$ cat src/design/VideoTimingPkg.sv
// Fixed timing of the small RGB panel, no runtime configuration
// Counter widths assume the active phase is the longest on each axis
`default_nettype none

package VideoTimingPkg;

	// --------------------------------------------------
	// Horizontal timing in pixel clocks
	// --------------------------------------------------
	localparam int lpVHA = 16;	// Active
	localparam int lpVHB = 4;	// Back porch
	localparam int lpVHF = 2;	// Front porch
	localparam int lpVHS = 3;	// Sync

	// --------------------------------------------------
	// Vertical timing in lines
	// --------------------------------------------------
	localparam int lpVVA = 8;
	localparam int lpVVB = 2;
	localparam int lpVVF = 2;
	localparam int lpVVS = 2;

	localparam int lpHCntW = $clog2(lpVHA);	// Phase counter widths
	localparam int lpVCntW = $clog2(lpVVA);
	localparam int lpPosW = 8;

	// Sync generator held off this long after reset
	localparam int lpRstWait = 128;
	localparam int lpRstWaitW = $clog2(lpRstWait + 1);

	localparam int lpPixLatency = 2;	// Pixel pipeline depth

	// Same phase order on both axes
	typedef enum logic [1:0] {phSync, phBack, phActive, phFront} SyncPhase;

endpackage

`default_nettype wire

$ cat src/design/VideoCsrPkg.sv
// Register map of the video block, byte addresses, 32-bit aligned words only
`default_nettype none

package VideoCsrPkg;

	// Bus and payload widths
	localparam int lpAxiAdrsW = 8;
	localparam int lpAxiDataW = 32;
	localparam int lpColorW = 24;
	localparam int lpRectNum = 4;
	localparam int lpRectIdxW = $clog2(lpRectNum);
	localparam int lpFrameCntW = 16;

	// --------------------------------------------------
	// Byte offsets
	// --------------------------------------------------
	localparam logic [lpAxiAdrsW-1:0] lpAdrsCtrl = 8'h00;
	localparam logic [lpAxiAdrsW-1:0] lpAdrsBg = 8'h04;
	localparam logic [lpAxiAdrsW-1:0] lpAdrsRectBase = 8'h10;	// Bounds +8n, colour +8n+4
	localparam logic [lpAxiAdrsW-1:0] lpAdrsFrameCnt = 8'h40;

	localparam logic [lpColorW-1:0] lpBgReset = 24'h000000;
	localparam logic [lpAxiDataW-1:0] lpBoundsReset = 32'h0000_0000;
	// Zero bounds still cover pixel (0,0)
	localparam logic [lpColorW-1:0] lpRectColorReset = 24'h000000;

	// Register select decoded from the address
	typedef enum logic [2:0] {selCtrl, selBg, selBounds, selColor, selFrameCnt, selNone} CsrSel;

	typedef enum logic [1:0] {respOkay = 2'd0, respSlvErr = 2'd2} AxiResp;

endpackage

`default_nettype wire

$ cat src/design/VideoTxCsr.sv
// AXI4-Lite slave, full-word writes only, one request in flight per channel
// Master must hold its valid until the matching ready pulse
`timescale 1ns/10ps
`default_nettype none

module VideoTxCsr (
	input wire iVCLK,
	input wire iVRST,
	input wire [VideoCsrPkg::lpAxiAdrsW-1:0] axiAwAddr,
	input wire axiAwValid,
	output logic axiAwReady,
	input wire [VideoCsrPkg::lpAxiDataW-1:0] axiWData,
	input wire axiWValid,
	output logic axiWReady,
	output logic [1:0] axiBResp,
	output logic axiBValid,
	input wire axiBReady,
	input wire [VideoCsrPkg::lpAxiAdrsW-1:0] axiArAddr,
	input wire axiArValid,
	output logic axiArReady,
	output logic [VideoCsrPkg::lpAxiDataW-1:0] axiRData,
	output logic [1:0] axiRResp,
	output logic axiRValid,
	input wire axiRReady,
	input wire frameEnd,
	output logic videoEnable,
	output logic [VideoCsrPkg::lpColorW-1:0] bgColor,
	output logic [VideoCsrPkg::lpAxiDataW-1:0] rectBounds0,
	output logic [VideoCsrPkg::lpAxiDataW-1:0] rectBounds1,
	output logic [VideoCsrPkg::lpAxiDataW-1:0] rectBounds2,
	output logic [VideoCsrPkg::lpAxiDataW-1:0] rectBounds3,
	output logic [VideoCsrPkg::lpColorW-1:0] rectColor0,
	output logic [VideoCsrPkg::lpColorW-1:0] rectColor1,
	output logic [VideoCsrPkg::lpColorW-1:0] rectColor2,
	output logic [VideoCsrPkg::lpColorW-1:0] rectColor3
);
	import VideoCsrPkg::*;

	logic [lpAxiDataW-1:0] boundsReg [lpRectNum];
	logic [lpColorW-1:0] colorReg [lpRectNum];
	logic [lpFrameCntW-1:0] frameCnt;
	logic [lpAxiDataW-1:0] rdData;
	logic [lpRectIdxW-1:0] wrIdx, rdIdx;
	logic wrFire, rdFire, wrTake, rdTake;
	CsrSel wrSel, rdSel;

	function automatic CsrSel decodeSel(input logic [lpAxiAdrsW-1:0] adrs);
		CsrSel sel;
		sel = selNone;
		if (adrs == lpAdrsCtrl)
			sel = selCtrl;
		else if (adrs == lpAdrsBg)
			sel = selBg;
		else if (adrs == lpAdrsFrameCnt)
			sel = selFrameCnt;
		else if (adrs >= lpAdrsRectBase && adrs < lpAdrsRectBase + 8 * lpRectNum
				&& adrs[1:0] == 2'b00)
			sel = adrs[2] ? selColor : selBounds;	// Odd word holds the colour
		return sel;
	endfunction

	function automatic logic [lpRectIdxW-1:0] rectIdx(input logic [lpAxiAdrsW-1:0] adrs);
		logic [lpAxiAdrsW-1:0] off;
		off = adrs - lpAdrsRectBase;
		return off[lpRectIdxW+2:3];
	endfunction

	assign wrSel = decodeSel(axiAwAddr);
	assign rdSel = decodeSel(axiArAddr);
	assign wrIdx = rectIdx(axiAwAddr);
	assign rdIdx = rectIdx(axiArAddr);

	// --------------------------------------------------
	// Write channel
	// --------------------------------------------------
	assign wrTake = axiAwValid && axiWValid && !axiAwReady && !axiBValid;
	assign wrFire = axiAwValid && axiWValid && axiAwReady;	// Both readys move together

	always_ff @(posedge iVCLK)
	begin
		if (iVRST)
		begin
			axiAwReady <= 1'b0;
			axiWReady <= 1'b0;
			axiBValid <= 1'b0;
			axiBResp <= respOkay;
		end
		else
		begin
			axiAwReady <= wrTake;
			axiWReady <= wrTake;
			if (wrFire)
			begin
				axiBValid <= 1'b1;
				axiBResp <= (wrSel == selNone || wrSel == selFrameCnt) ? respSlvErr : respOkay;
			end
			else if (axiBReady)
				axiBValid <= 1'b0;
		end
	end

	always_ff @(posedge iVCLK)
	begin
		if (iVRST)
		begin
			videoEnable <= 1'b0;
			bgColor <= lpBgReset;
			for (int i = 0; i < lpRectNum; i++)
			begin
				boundsReg[i] <= lpBoundsReset;
				colorReg[i] <= lpRectColorReset;
			end
		end
		else if (wrFire)
		begin
			case (wrSel)
				selCtrl: videoEnable <= axiWData[0];
				selBg: bgColor <= axiWData[lpColorW-1:0];
				selBounds: boundsReg[wrIdx] <= axiWData;
				selColor: colorReg[wrIdx] <= axiWData[lpColorW-1:0];
				default: ;	// Frame count and holes ignore writes
			endcase
		end
	end

	always_ff @(posedge iVCLK)
	begin
		if (iVRST)
			frameCnt <= '0;
		else if (frameEnd)
			frameCnt <= frameCnt + 1'b1;	// Wraps
	end

	// --------------------------------------------------
	// Read channel
	// --------------------------------------------------
	always_comb
	begin
		case (rdSel)
			selCtrl: rdData = {{(lpAxiDataW-1){1'b0}}, videoEnable};
			selBg: rdData = {{(lpAxiDataW-lpColorW){1'b0}}, bgColor};
			selBounds: rdData = boundsReg[rdIdx];
			selColor: rdData = {{(lpAxiDataW-lpColorW){1'b0}}, colorReg[rdIdx]};
			selFrameCnt: rdData = {{(lpAxiDataW-lpFrameCntW){1'b0}}, frameCnt};
			default: rdData = '0;
		endcase
	end

	assign rdTake = axiArValid && !axiArReady && !axiRValid;
	assign rdFire = axiArValid && axiArReady;

	always_ff @(posedge iVCLK)
	begin
		if (iVRST)
		begin
			axiArReady <= 1'b0;
			axiRValid <= 1'b0;
			axiRResp <= respOkay;
		end
		else
		begin
			axiArReady <= rdTake;
			if (rdFire)
			begin
				axiRValid <= 1'b1;
				axiRResp <= (rdSel == selNone) ? respSlvErr : respOkay;
			end
			else if (axiRReady)
				axiRValid <= 1'b0;
		end
	end

	always_ff @(posedge iVCLK)
	begin
		if (rdFire)
			axiRData <= rdData;	// Held until the next accepted read
	end

	assign rectBounds0 = boundsReg[0];
	assign rectBounds1 = boundsReg[1];
	assign rectBounds2 = boundsReg[2];
	assign rectBounds3 = boundsReg[3];
	assign rectColor0 = colorReg[0];
	assign rectColor1 = colorReg[1];
	assign rectColor2 = colorReg[2];
	assign rectColor3 = colorReg[3];

endmodule

`default_nettype wire

$ cat src/design/VideoSyncGen.sv
// Free-running panel timing, one idle cycle after reset, then sync line 0
// All outputs stay low while held in reset
`timescale 1ns/10ps
`default_nettype none

module VideoSyncGen (
	input wire iVCLK,
	input wire iVRST,
	output logic hs,
	output logic vs,
	output logic de,
	output logic fe,
	output logic [VideoTimingPkg::lpPosW-1:0] hPos,
	output logic [VideoTimingPkg::lpPosW-1:0] vPos
);
	import VideoTimingPkg::*;

	SyncPhase hPhase, vPhase;
	logic [lpHCntW-1:0] hCnt;
	logic [lpVCntW-1:0] vCnt;
	logic genRun;
	logic hLast, vLast;

	// Length of a phase, same shape on both axes
	function automatic int phaseLen(input SyncPhase ph, input int s, input int b,
			input int a, input int f);
		case (ph)
			phSync: return s;
			phBack: return b;
			phActive: return a;
			default: return f;
		endcase
	endfunction

	function automatic SyncPhase nextPhase(input SyncPhase ph);
		case (ph)
			phSync: return phBack;
			phBack: return phActive;
			phActive: return phFront;
			default: return phSync;
		endcase
	endfunction

	assign hLast = (int'(hCnt) == phaseLen(hPhase, lpVHS, lpVHB, lpVHA, lpVHF) - 1);
	assign vLast = (int'(vCnt) == phaseLen(vPhase, lpVVS, lpVVB, lpVVA, lpVVF) - 1);

	always_ff @(posedge iVCLK)
	begin
		if (iVRST)
		begin
			genRun <= 1'b0;
			hPhase <= phSync;
			hCnt <= '0;
			vPhase <= phSync;
			vCnt <= '0;
		end
		else if (!genRun)
			genRun <= 1'b1;
		else
		begin
			hCnt <= hLast ? '0 : hCnt + 1'b1;
			if (hLast)
				hPhase <= nextPhase(hPhase);
			// Vertical steps at the end of each line
			if (hLast && hPhase == phFront)
			begin
				vCnt <= vLast ? '0 : vCnt + 1'b1;
				if (vLast)
					vPhase <= nextPhase(vPhase);
			end
		end
	end

	assign hs = genRun && hPhase == phSync;
	assign vs = genRun && vPhase == phSync;
	assign de = genRun && hPhase == phActive && vPhase == phActive;
	assign fe = genRun && hLast && vLast && hPhase == phFront && vPhase == phFront;
	assign hPos = (hPhase == phActive) ? lpPosW'(hCnt) : '0;	// Active pixel index
	assign vPos = (vPhase == phActive) ? lpPosW'(vCnt) : '0;

endmodule

`default_nettype wire

$ cat src/design/VideoPixelGen.sv
// Two-cycle rectangle renderer, lowest index wins, bounds inclusive
// Register values are used live, a change shows on the next pixel
`timescale 1ns/10ps
`default_nettype none

module VideoPixelGen (
	input wire iVCLK,
	input wire iVRST,
	input wire de,
	input wire [VideoTimingPkg::lpPosW-1:0] hPos,
	input wire [VideoTimingPkg::lpPosW-1:0] vPos,
	input wire [VideoCsrPkg::lpColorW-1:0] bgColor,
	input wire [VideoCsrPkg::lpAxiDataW-1:0] rectBounds0,
	input wire [VideoCsrPkg::lpAxiDataW-1:0] rectBounds1,
	input wire [VideoCsrPkg::lpAxiDataW-1:0] rectBounds2,
	input wire [VideoCsrPkg::lpAxiDataW-1:0] rectBounds3,
	input wire [VideoCsrPkg::lpColorW-1:0] rectColor0,
	input wire [VideoCsrPkg::lpColorW-1:0] rectColor1,
	input wire [VideoCsrPkg::lpColorW-1:0] rectColor2,
	input wire [VideoCsrPkg::lpColorW-1:0] rectColor3,
	output logic [VideoCsrPkg::lpColorW-1:0] pixColor
);
	import VideoTimingPkg::*;
	import VideoCsrPkg::*;

	logic [lpAxiDataW-1:0] bounds [lpRectNum];
	logic [lpColorW-1:0] colors [lpRectNum];
	logic [lpRectNum-1:0] hit, hitQ;
	logic deQ;
	logic [lpColorW-1:0] pickColor;

	assign bounds = '{rectBounds0, rectBounds1, rectBounds2, rectBounds3};
	assign colors = '{rectColor0, rectColor1, rectColor2, rectColor3};

	// --------------------------------------------------
	// Stage 1 hit test
	// --------------------------------------------------
	always_comb
	begin
		for (int i = 0; i < lpRectNum; i++)
		begin
			hit[i] = hPos >= bounds[i][31:24] && hPos <= bounds[i][23:16]	// Left, right
				&& vPos >= bounds[i][15:8] && vPos <= bounds[i][7:0];	// Top, under
		end
	end

	// Stage 2 priority select
	always_comb
	begin
		pickColor = bgColor;
		for (int i = lpRectNum - 1; i >= 0; i--)
		begin
			if (hitQ[i])
				pickColor = colors[i];
		end
	end

	always_ff @(posedge iVCLK)
	begin
		if (iVRST)
		begin
			hitQ <= '0;
			deQ <= 1'b0;
			pixColor <= '0;
		end
		else
		begin
			hitQ <= hit;
			deQ <= de;
			pixColor <= deQ ? pickColor : '0;	// Black outside the active area
		end
	end

endmodule

`default_nettype wire

$ cat src/design/VideoTxBlock.sv
// Video transmit top, single clock, pixels computed on the fly
// Sync gen waits a fixed count after reset and runs only while enabled
`timescale 1ns/10ps
`default_nettype none

module VideoTxBlock (
	input wire iVCLK,
	input wire iVRST,
	input wire [VideoCsrPkg::lpAxiAdrsW-1:0] axiAwAddr,
	input wire axiAwValid,
	output logic axiAwReady,
	input wire [VideoCsrPkg::lpAxiDataW-1:0] axiWData,
	input wire axiWValid,
	output logic axiWReady,
	output logic [1:0] axiBResp,
	output logic axiBValid,
	input wire axiBReady,
	input wire [VideoCsrPkg::lpAxiAdrsW-1:0] axiArAddr,
	input wire axiArValid,
	output logic axiArReady,
	output logic [VideoCsrPkg::lpAxiDataW-1:0] axiRData,
	output logic [1:0] axiRResp,
	output logic axiRValid,
	input wire axiRReady,
	output logic [7:0] videoR,
	output logic [7:0] videoG,
	output logic [7:0] videoB,
	output logic videoHs,
	output logic videoVs,
	output logic videoDe,
	output logic videoFe
);
	import VideoTimingPkg::*;
	import VideoCsrPkg::*;

	logic [lpRstWaitW-1:0] rstWaitCnt;
	logic rstWaitDone, syncRst, videoEnable;
	logic [lpColorW-1:0] bgColor, pixColor;
	logic [lpAxiDataW-1:0] rectBounds0, rectBounds1, rectBounds2, rectBounds3;
	logic [lpColorW-1:0] rectColor0, rectColor1, rectColor2, rectColor3;
	logic hs, vs, de, fe;
	logic [lpPosW-1:0] hPos, vPos;
	logic [lpPixLatency-1:0][3:0] syncPipe;	// {hs, vs, de, fe} per stage

	VideoTxCsr uCsr (.*, .frameEnd(videoFe));

	VideoSyncGen uSyncGen (.iVCLK, .iVRST(syncRst), .hs, .vs, .de, .fe, .hPos, .vPos);

	VideoPixelGen uPixelGen (.*);

	// --------------------------------------------------
	// Reset wait
	// --------------------------------------------------
	assign rstWaitDone = (rstWaitCnt == lpRstWaitW'(lpRstWait));
	assign syncRst = iVRST || !rstWaitDone || !videoEnable;

	always_ff @(posedge iVCLK)
	begin
		if (iVRST)
			rstWaitCnt <= '0;
		else if (!rstWaitDone)
			rstWaitCnt <= rstWaitCnt + 1'b1;	// Stops at lpRstWait
	end

	// Sync delay matching the pixel pipeline
	always_ff @(posedge iVCLK)
	begin
		if (iVRST)
			syncPipe <= '0;
		else
			syncPipe <= {syncPipe[lpPixLatency-2:0], {hs, vs, de, fe}};
	end

	assign {videoHs, videoVs, videoDe, videoFe} = syncPipe[lpPixLatency-1];
	assign videoR = pixColor[23:16];
	assign videoG = pixColor[15:8];
	assign videoB = pixColor[7:0];

endmodule

`default_nettype wire

$ cat config.mk
export PLATFORM = sky130hd
export DESIGN_NAME = VideoTxBlock
export DESIGN_NICKNAME = d
export VERILOG_FILES = /design/src/design/VideoTimingPkg.sv /design/src/design/VideoCsrPkg.sv /design/src/design/VideoTxCsr.sv /design/src/design/VideoSyncGen.sv /design/src/design/VideoPixelGen.sv /design/src/design/VideoTxBlock.sv
export SDC_FILE = /design/constraint.sdc
export NUM_CORES = 1
export LEC_CHECK = 0
export BUFFER_PORTS_ARGS = -buffer_cell sky130_fd_sc_hd__buf_2
export CORE_AREA = 5 5 193 195
export CTS_CLUSTER_DIAMETER = 150
export DETAILED_ROUTE_END_ITERATION = 16
export DIE_AREA = 0 0 198 200
export PLACE_DENSITY = 0.68
export RECOVER_POWER = 100
export SETUP_SLACK_MARGIN = 0.5
export SKIP_CTS_REPAIR_TIMING = 1
export SLEW_MARGIN = 25
export SYNTH_ARGS = -nofsm -noshare
export SYNTH_HDL_FRONTEND = slang
export SYNTH_SLANG_ARGS = --single-unit
$ cat constraint.sdc
create_clock -name iVCLK -period 6.2 [get_ports iVCLK]
set_input_delay 0.62 -clock iVCLK [delete_from_list [all_inputs] [get_ports iVCLK]]
set_output_delay 0.62 -clock iVCLK [all_outputs]
set_load 0.02 [all_outputs]
==> impl_metrics.yaml, run 1 <==
grt:
  grt_pass1_wl_microns: 72500
  grtUsageTotal: 0.237
  grt_overflow: 0
  first_global_vias: 12735
  antenna_found_initial: 1
  grt_max_degree: 70
sta:
  skew_ps: 9.34
  hold_viol: 0
  min_period_ps: 4640
  rsz0062_at_grt: "false"
  holdWs_ps: 340
  worst_slew_pin_slew_ps: 3550
  report.final.slew_viol_count: 230
  relSlewSlack: -1.37
  setup-violations-final: 0
  fin_crit_sh: 0.748
  tns_ps: 0
  fmax_mhz: 215
final_layout:
  diodes: 0
  final_util: 0.555
  syn_to_final_growth_pct: 12.1
  fillers: 3018
  final_nets: 1716
  drive_above_1_share: 0.123
die:
  fp.dieArea_sq_mm: 0.0396
  num_rows: 69
  die_h_microns: 200
  die_x_microns: 198
  boundaryPins: 124
  core_sq_mm: 0.0352
  start_util: 0.495
critical_path:
  critPathArrivalTime_ps: 4750
  cp-start-kind: "primary input"
  criticalPathCategory: "in -> reg"
  endpoint_kind: "flop"
  r2r_slack_ps: 1760
  cp.required_ps: 6300
  worstPathMaxFanout: 69
clock_tree:
  htree_levels: 2
  cts_tree: "yes"
  cts_buffers: 40
  cts_sinks: 359
  clk_latency_ps: 530
  clk_path_buf_depth: 3
  cts_root_buf: "clkbuf_16"
  path_clk_slew_ps: 60
synthesis:
  synth_top_cell_by_area: "edfxtp_1"
  syn_inst: 1507
  ys_seq_area_frac: 0.559
  async_reset_ff_frac: 0
  syn_area_sq_mm: 0.0174
  avgSynthCellArea_sq_um: 11.6
  synth_top_area_frac: 0.441
  yosys-top-cells-area: "edfxtp_1, dfxtp_1, mux4_2"
  synth_edf_count: 256
  synthFlopType: "edfxtp_1"
  yosys.cell_types.count: 54
  synth_seq_cells: 359
  yosys_warnings: 0
detailed_routing:
  antenna_left: 0
  first_pass_iters: 6
  vias: 12692
  post_drt_via_cell_ratio: 6.09
  drt_iter0_markers: 1474
  wl_microns: 48100
  drc: 0
  post_drt_wl_per_cell_microns: 23.1
run:
  maxCapViolations: 8
power:
  p_per_area_mw_per_mm2: 272
  p_leak_nw: 6.61
  peakVddDrop_mv: 0.190
placed_design:
  portBuffers: 121
  place_congestion: 0.829
  detailed_place_hpwl_microns: 30800
run_status:
  status: "finished, violations left"
  violations: "max-capacitance violations, max-slew violations"
hold_path:
  min_path_type: "in -> reg"
[final timing paths]
| check | from | end | cells after the start |
|---|---|---|---|
| max | iVRST | uCsr.colorReg[2][9]$_SDFFCE_PN0P_ | 6 |
| min | axiWValid | uCsr.axiAwReady$_SDFF_PP0_ | 3 |
| max reg2reg | uCsr.axiAwReady$_SDFF_PP0_ | uCsr.bgColor[8]$_SDFFE_PP0P_ | 5 |
| min reg2reg | syncPipe[0]$_SDFF_PP0_ | videoFe$_SDFF_PP0_ | 1 |
[layer usage]
metal / track usage / vias up / share of wire
met4: 0.0895 / 0 / 0.039
met1: 0.311 / 6195 / 0.39
met5: 0 / - / 0
met3: 0.0448 / 123 / 0.092
met2: 0.397 / 659 / 0.48
li1: - / 5715 / -
[cells by family after synthesis]
group | share of synthesized area
other | 0.000215
xor gates and xnor gates | 0.0136
AOI/OAI and AO/OA | 0.0663
buffers and inverters | 0.0398
and+or+nand+nor | 0.151
muxes | 0.119
adders and majority gates | 0.0510
DFF | 0.559
[layout make-up]
cell class	count	area [sq um]	area share
Tap cell	461	577	0.0295
Clock buffer	60	1150	0.0588
Multi-Input combinational cell	988	7030	0.360
Clock inverter	14	128	0.00653
Timing Repair Buffer	145	701	0.0359
Inverter	56	210	0.0108
Sequential cell	359	9750	0.499
[cell usage after synthesis, types with 18 or more instances]
library cell,number
a21oi_1,73
clkbuf_1,69
dfxtp_1,103
edfxtp_1,256
ha_1,71
inv_1,56
mux2i_1,79
mux4_2,56
nand2_1,86
nand3_1,50
nor2_1,208
nor3_1,92
nor4_1,18
o21ai_0,64
[report_power, final]
group | total [W] | internal [W] | leakage, nW | switching [W]
registers | 0.00267 | 0.00263 | 3.41 | 0.0000399
logic | 0.000318 | 0.000113 | 2.57 | 0.000204
clock network | 0.00232 | 0.00137 | 0.625 | 0.000949
[placed cells by master, fill, tap and decap left out, types with 60 or more instances in the layout]
cell	Yosys	final
dfxtp_1	103	103
a21oi_1	73	73
ha_1	71	71
clkbuf_1	69	89
edfxtp_1	256	256
nor3_1	92	92
nor2_1	208	210
mux2i_1	79	79
o21ai_0	64	60
nand2_1	86	86
[state kept, by name, summed over array words and instances (netlist names), 2 cells and up]
name and count:
syncPipe 4, rstWaitCnt 8, uPixelGen.hitQ 4, uSyncGen.vCnt 3, uSyncGen.vPhase 2, uSyncGen.hCnt 4, uSyncGen.hPhase 2, uCsr.colorReg 96
uCsr.bgColor 24, uCsr.boundsReg 128, uCsr.frameCnt 16, uPixelGen.pixColor 24, uCsr.axiRData 32
[stage by stage]
stage               total power, W  worst slack, ps  instance area (sq um)  std cells
detailed placement         0.00303             2590                  18400       2009
CTS                        0.00533             2950                  19700       2083
global placement           0.00303             2620                  18400       2008
finish                     0.00531             1560                  19500       2083
floorplan                  0.00291             1590                  17400       1508
global route               0.00547             1460                  19500       2083
[critical path: stages]
cell	delay (ps)
buf_2	100
buf_4	360
inv_2	290
clkbuf_1	2110
o31ai_4	540
clkbuf_1	640
Power figures use the tool's default switching activity.
==> run 2, diff against run 1 <==
- clock period: 6.2 -> 4.6 ns (I/O delays scaled with it)
==> impl_metrics.yaml, run 2 (same netlist as run 1, synthesis figures left out) <==
run_status:
  status: "finished, violations left"
  violations: "max-capacitance violations, max-slew violations"
power:
  p_int_w: 0.00547
  p_clk_frac: 0.431
  combPwrFrac: 0.061
  p_leak_nw: 6.59
  power.switching_w: 0.00162
  p_sw_frac: 0.229
  p_per_area_mw_per_mm2: 364
  peakVddDrop_mv: 0.251
  seqPwrFrac: 0.508
sta:
  hold_viol: 0
  fmax_mhz: 275
  tns_ps: 0
  rsz0062_at_grt: "false"
  holdWs_ps: 165
  relSlewSlack: -1.13
  fin_crit_sh: 0.791
  setup-violations-final: 0
  worst_slew_pin_slew_ps: 3190
  timing.final.ws_setup_ps: 959
  min_period_ps: 3640
  report.final.slew_viol_count: 413
  skew_ps: 29.9
placed_design:
  place_ws_ps: 1340
  place_congestion: 0.882
  portBuffers: 121
  detailed_place_hpwl_microns: 32500
clock_tree:
  htree_levels: 2
  clk_path_buf_depth: 3
  clk_latency_ps: 540
  cts_buffers: 39
  cts_root_buf: "clkbuf_16"
  cts_tree: "yes"
  cts_sinks: 359
  path_clk_slew_ps: 60
detailed_routing:
  first_pass_iters: 6
  post_drt_wl_per_cell_microns: 24.1
  wl_microns: 50200
  post_drt_via_cell_ratio: 6.18
  drc: 0
  drt_iter0_markers: 1248
  vias: 12865
  antenna_left: 0
grt:
  grtUsageTotal: 0.250
  first_global_vias: 12736
  grt_max_degree: 73
  grt_pass1_wl_microns: 75900
  grt_overflow: 0
  antenna_found_initial: 1
critical_path:
  criticalPathCategory: "reg -> reg"
  reg2reg_depth: 4
  critPathLaunch: "uCsr.axiAwReady$_SDFF_PP0_"
  worstPathMaxFanout: 57
  endpoint: "uCsr.boundsReg[0][28]$_SDFFCE_PN0P_"
  cp-start-kind: "flop"
  cp.required_ps: 4720
  r2r_slack_ps: 960
  r2r_start: "uCsr.axiAwReady$_SDFF_PP0_"
  critPathArrivalTime_ps: 3760
  endpoint_kind: "flop"
  reg2reg_to: "uCsr.boundsReg[0][28]$_SDFFCE_PN0P_"
final_layout:
  syn_to_final_growth_pct: 11.9
  final_common_cell: "edfxtp_1"
  final_util: 0.554
  top_regs: "uCsr.boundsReg (128), uCsr.colorReg (96), uCsr.axiRData (32)"
  mostFrequentLayoutCells: "edfxtp_1, nor2_1, dfxtp_1, nor3_1, clkbuf_1"
  top_register: "uCsr.boundsReg"
  drive_above_1_share: 0.120
  largest_reg_flops: 128
  final_nets: 1717
die:
  num_rows: 69
  boundaryPins: 124
  core_sq_mm: 0.0352
  start_util: 0.495
  fp.dieArea_sq_mm: 0.0396
  die_h_microns: 200
  die_x_microns: 198
hold_path:
  min_path_type: "in -> reg"
run:
  maxCapViolations: 12
[run 2: metrics by stage]
step / total power (W) / std cells / area (sq um)
after detailed placement: 0.00410 / 2011 / 18500
final: 0.00709 / 2083 / 19500
after CTS: 0.00712 / 2082 / 19700
after global routing: 0.00730 / 2083 / 19500
after global placement: 0.00409 / 2011 / 18400
after floorplan: 0.00392 / 1508 / 17400
[run 2: layout make-up]
class                   count  area (sq um)
clock inverters            14           141
inverters                  56           210
diodes                      1          2.50
multi-input cells         988          7040
well taps                 461           577
repair buffers            147           703
clock buffers              57          1090
flip-flops and latches    359          9750
fillers                  3019         15700
[run 2: power groups by stage]
stage | registers [W] | clock network, W | logic, W
2_1_floorplan | 0.00366 | 0 | 0.000261
3_3_place_gp | 0.00366 | 0 | 0.000428
3_5_place_dp | 0.00366 | 0 | 0.000436
4_1_cts | 0.00360 | 0.00309 | 0.000438
5_1_grt | 0.00361 | 0.00323 | 0.000464
6_report | 0.00360 | 0.00306 | 0.000434
[run 2: worst max-delay path, stage by stage (launching register included)]
cell      delay [ps]
dfxtp_1          370
nand3_1          260
or4_4            960
o21ai_4          490
clkbuf_1        1090
[run 2: how the worst min path moves through the flow]
stage	start	to	slack, ps	depth (start not counted)
after CTS	axiWValid	uCsr.axiAwReady$_SDFF_PP0_	150	3
after floorplan	syncPipe[0]$_SDFF_PP0_	videoFe$_SDFF_PP0_	410	1
final	axiWValid	uCsr.axiAwReady$_SDFF_PP0_	170	3
after detailed placement	syncPipe[2]$_SDFF_PP0_	videoVs$_SDFF_PP0_	430	1
after global placement	uCsr.axiArReady$_SDFF_PP0_	uCsr.axiArReady$_SDFF_PP0_	410	1
after global routing	axiWValid	uCsr.axiAwReady$_SDFF_PP0_	170	3
[run 2: per-layer routing]
layer  vias to the layer above  track usage  share of wire
li1                       5717            -              -
met1                      6375        0.334           0.39
met2                       654        0.420           0.49
met3                       119       0.0394          0.080
met4                         0       0.0903          0.035
met5                         -            0              0
==> run 3, diff against run 2 <==
- clock period: 4.6 -> 3.4 ns (I/O delays scaled with it)
==> impl_metrics.yaml, run 3 (same netlist as run 1, synthesis figures left out) <==
final_layout:
  final_util: 0.557
  final_common_cell: "edfxtp_1"
  final_nets: 1726
  fillers: 3016
  mostFrequentLayoutCells: "edfxtp_1, nor2_1, dfxtp_1, nor3_1, nand2_1"
  syn_to_final_growth_pct: 12.5
  top_regs: "uCsr.boundsReg (128), uCsr.colorReg (96), uCsr.axiRData (32)"
  largest_reg_flops: 128
  top_register: "uCsr.boundsReg"
  drive_above_1_share: 0.129
  diodes: 0
power:
  p_sw_frac: 0.222
  p_leak_nw: 6.68
  peakVddDrop_mv: 0.354
  p_clk_frac: 0.442
  power.switching_w: 0.00217
  combPwrFrac: 0.059
  p_per_area_mw_per_mm2: 498
  p_int_w: 0.00759
  seqPwrFrac: 0.499
sta:
  report.final.slew_viol_count: 119
  rsz0062_at_grt: "false"
  tns_ps: 0
  hold_viol: 0
  worst_slew_pin_slew_ps: 2150
  fin_crit_sh: 0.812
  min_period_ps: 2760
  skew_ps: 19.1
  relSlewSlack: -0.434
  setup-violations-final: 0
  fmax_mhz: 362
detailed_routing:
  drt_iter0_markers: 1404
  wl_microns: 48900
  post_drt_via_cell_ratio: 6.11
  vias: 12767
  antenna_left: 0
  post_drt_wl_per_cell_microns: 23.4
  first_pass_iters: 6
  drc: 0
run_status:
  status: "finished, violations left"
  violations: "max-capacitance violations, max-slew violations"
clock_tree:
  cts_buffers: 39
  cts_root_buf: "clkbuf_16"
  clk_latency_ps: 530
  cts_sinks: 359
  htree_levels: 2
  cts_tree: "yes"
  clk_path_buf_depth: 3
  path_clk_slew_ps: 60
hold_path:
  hold_depth: 3
  min_path_type: "in -> reg"
  whs_endpoint: "uCsr.axiAwReady$_SDFF_PP0_"
  hold_start: "axiWValid"
critical_path:
  reg2reg_depth: 7
  reg2reg_to: "syncPipe[0]$_SDFF_PP0_"
  endpoint_kind: "flop"
  critPathArrivalTime_ps: 3220
  criticalPathCategory: "reg -> reg"
  cp.required_ps: 3860
  worstPathMaxFanout: 8
  r2r_slack_ps: 640
  r2r_start: "uSyncGen.hPhase[0]$_SDFFE_PN0P_"
  cp-start-kind: "flop"
run:
  maxCapViolations: 3
die:
  die_x_microns: 198
  core_sq_mm: 0.0352
  fp.dieArea_sq_mm: 0.0396
  die_h_microns: 200
  start_util: 0.495
  num_rows: 69
  boundaryPins: 124
grt:
  grt_overflow: 0
  grt_pass1_wl_microns: 74400
  grtUsageTotal: 0.244
  grt_max_degree: 60
  antenna_found_initial: 0
  first_global_vias: 12747
placed_design:
  place_congestion: 0.909
  detailed_place_hpwl_microns: 32200
  portBuffers: 121
==> run 3: changes by cell type in the layout (fill, tap and decap cells not counted), moves of 3 or more <==
| cell | previous run | this run |
|---|---|---|
| buf_4 | 13 | 23 |
| clkbuf_8 | 3 | 6 |
| o21ai_4 | 3 | 0 |
| clkbuf_2 | 4 | 7 |
| clkbuf_1 | 90 | 82 |
| clkbuf_16 | 40 | 43 |
==> run 3: worst max path at each step <==
stage | end | start
after global placement | uCsr.colorReg[3][10]$_DFFE_PP_ | axiAwAddr[1]
after global routing | uSyncGen.vPhase[1]$_SDFFE_PN0P_ | uSyncGen.hPhase[0]$_SDFFE_PN0P_
final | syncPipe[0]$_SDFF_PP0_ | uSyncGen.hPhase[0]$_SDFFE_PN0P_
after detailed placement | uCsr.colorReg[3][12]$_DFFE_PP_ | axiAwAddr[1]
after CTS | uCsr.colorReg[3][3]$_DFFE_PP_ | uCsr.axiAwReady$_SDFF_PP0_
after floorplan | uCsr.colorReg[2][0]$_SDFFCE_PN0P_ | axiAwAddr[1]
==> run 3: layout make-up <==
cell class	instances	area [sq um]	area share
clock inverter	13	123	0.00625
multi-input combinational	988	6980	0.356
sequential	359	9750	0.497
clock buffer	58	1190	0.0609
tap	461	577	0.0294
timing repair buffer	156	776	0.0396
inverter	56	210	0.0107
==> run 3: power groups by stage <==
stage	Combinational, W	Sequential (W)	Clock [W]
after floorplan	0.000355	0.00494	0
after global placement	0.000580	0.00495	0
after detailed placement	0.000587	0.00496	0
after CTS	0.000590	0.00487	0.00438
after global routing	0.000617	0.00488	0.00456
final	0.000575	0.00487	0.00431
==> run 3: through the flow <==
step | area [sq um] | power [W] | cells | hold WS [ps] | setup slack (ps)
6_report | 19600 | 0.00976 | 2091 | 41.9 | 638
5_1_grt | 19600 | 0.0101 | 2091 | 50.9 | 410
4_1_cts | 19800 | 0.00983 | 2091 | 27.7 | 974
3_5_place_dp | 18500 | 0.00554 | 2020 | 429 | 796
3_3_place_gp | 18500 | 0.00553 | 2020 | 422 | 855
2_1_floorplan | 17500 | 0.00530 | 1508 | 414 | 473
==> run 3: critical path, cell delays in order (launching register included) <==
cell and delay [ps]:
dfxtp_1 350, inv_1 90, ha_1 280, ha_1 330
nand2b_1 160, nor4_1 970, and2_1 360, and3_1 170
==> run 3: layer usage <==
metal,global-route usage,vias up,wire length (microns)
met5,0,-,0
met4,0.0946,0,1950
met3,0.0465,107,4350
met2,0.403,640,23500
met1,0.323,6293,19100
li1,-,5727,-
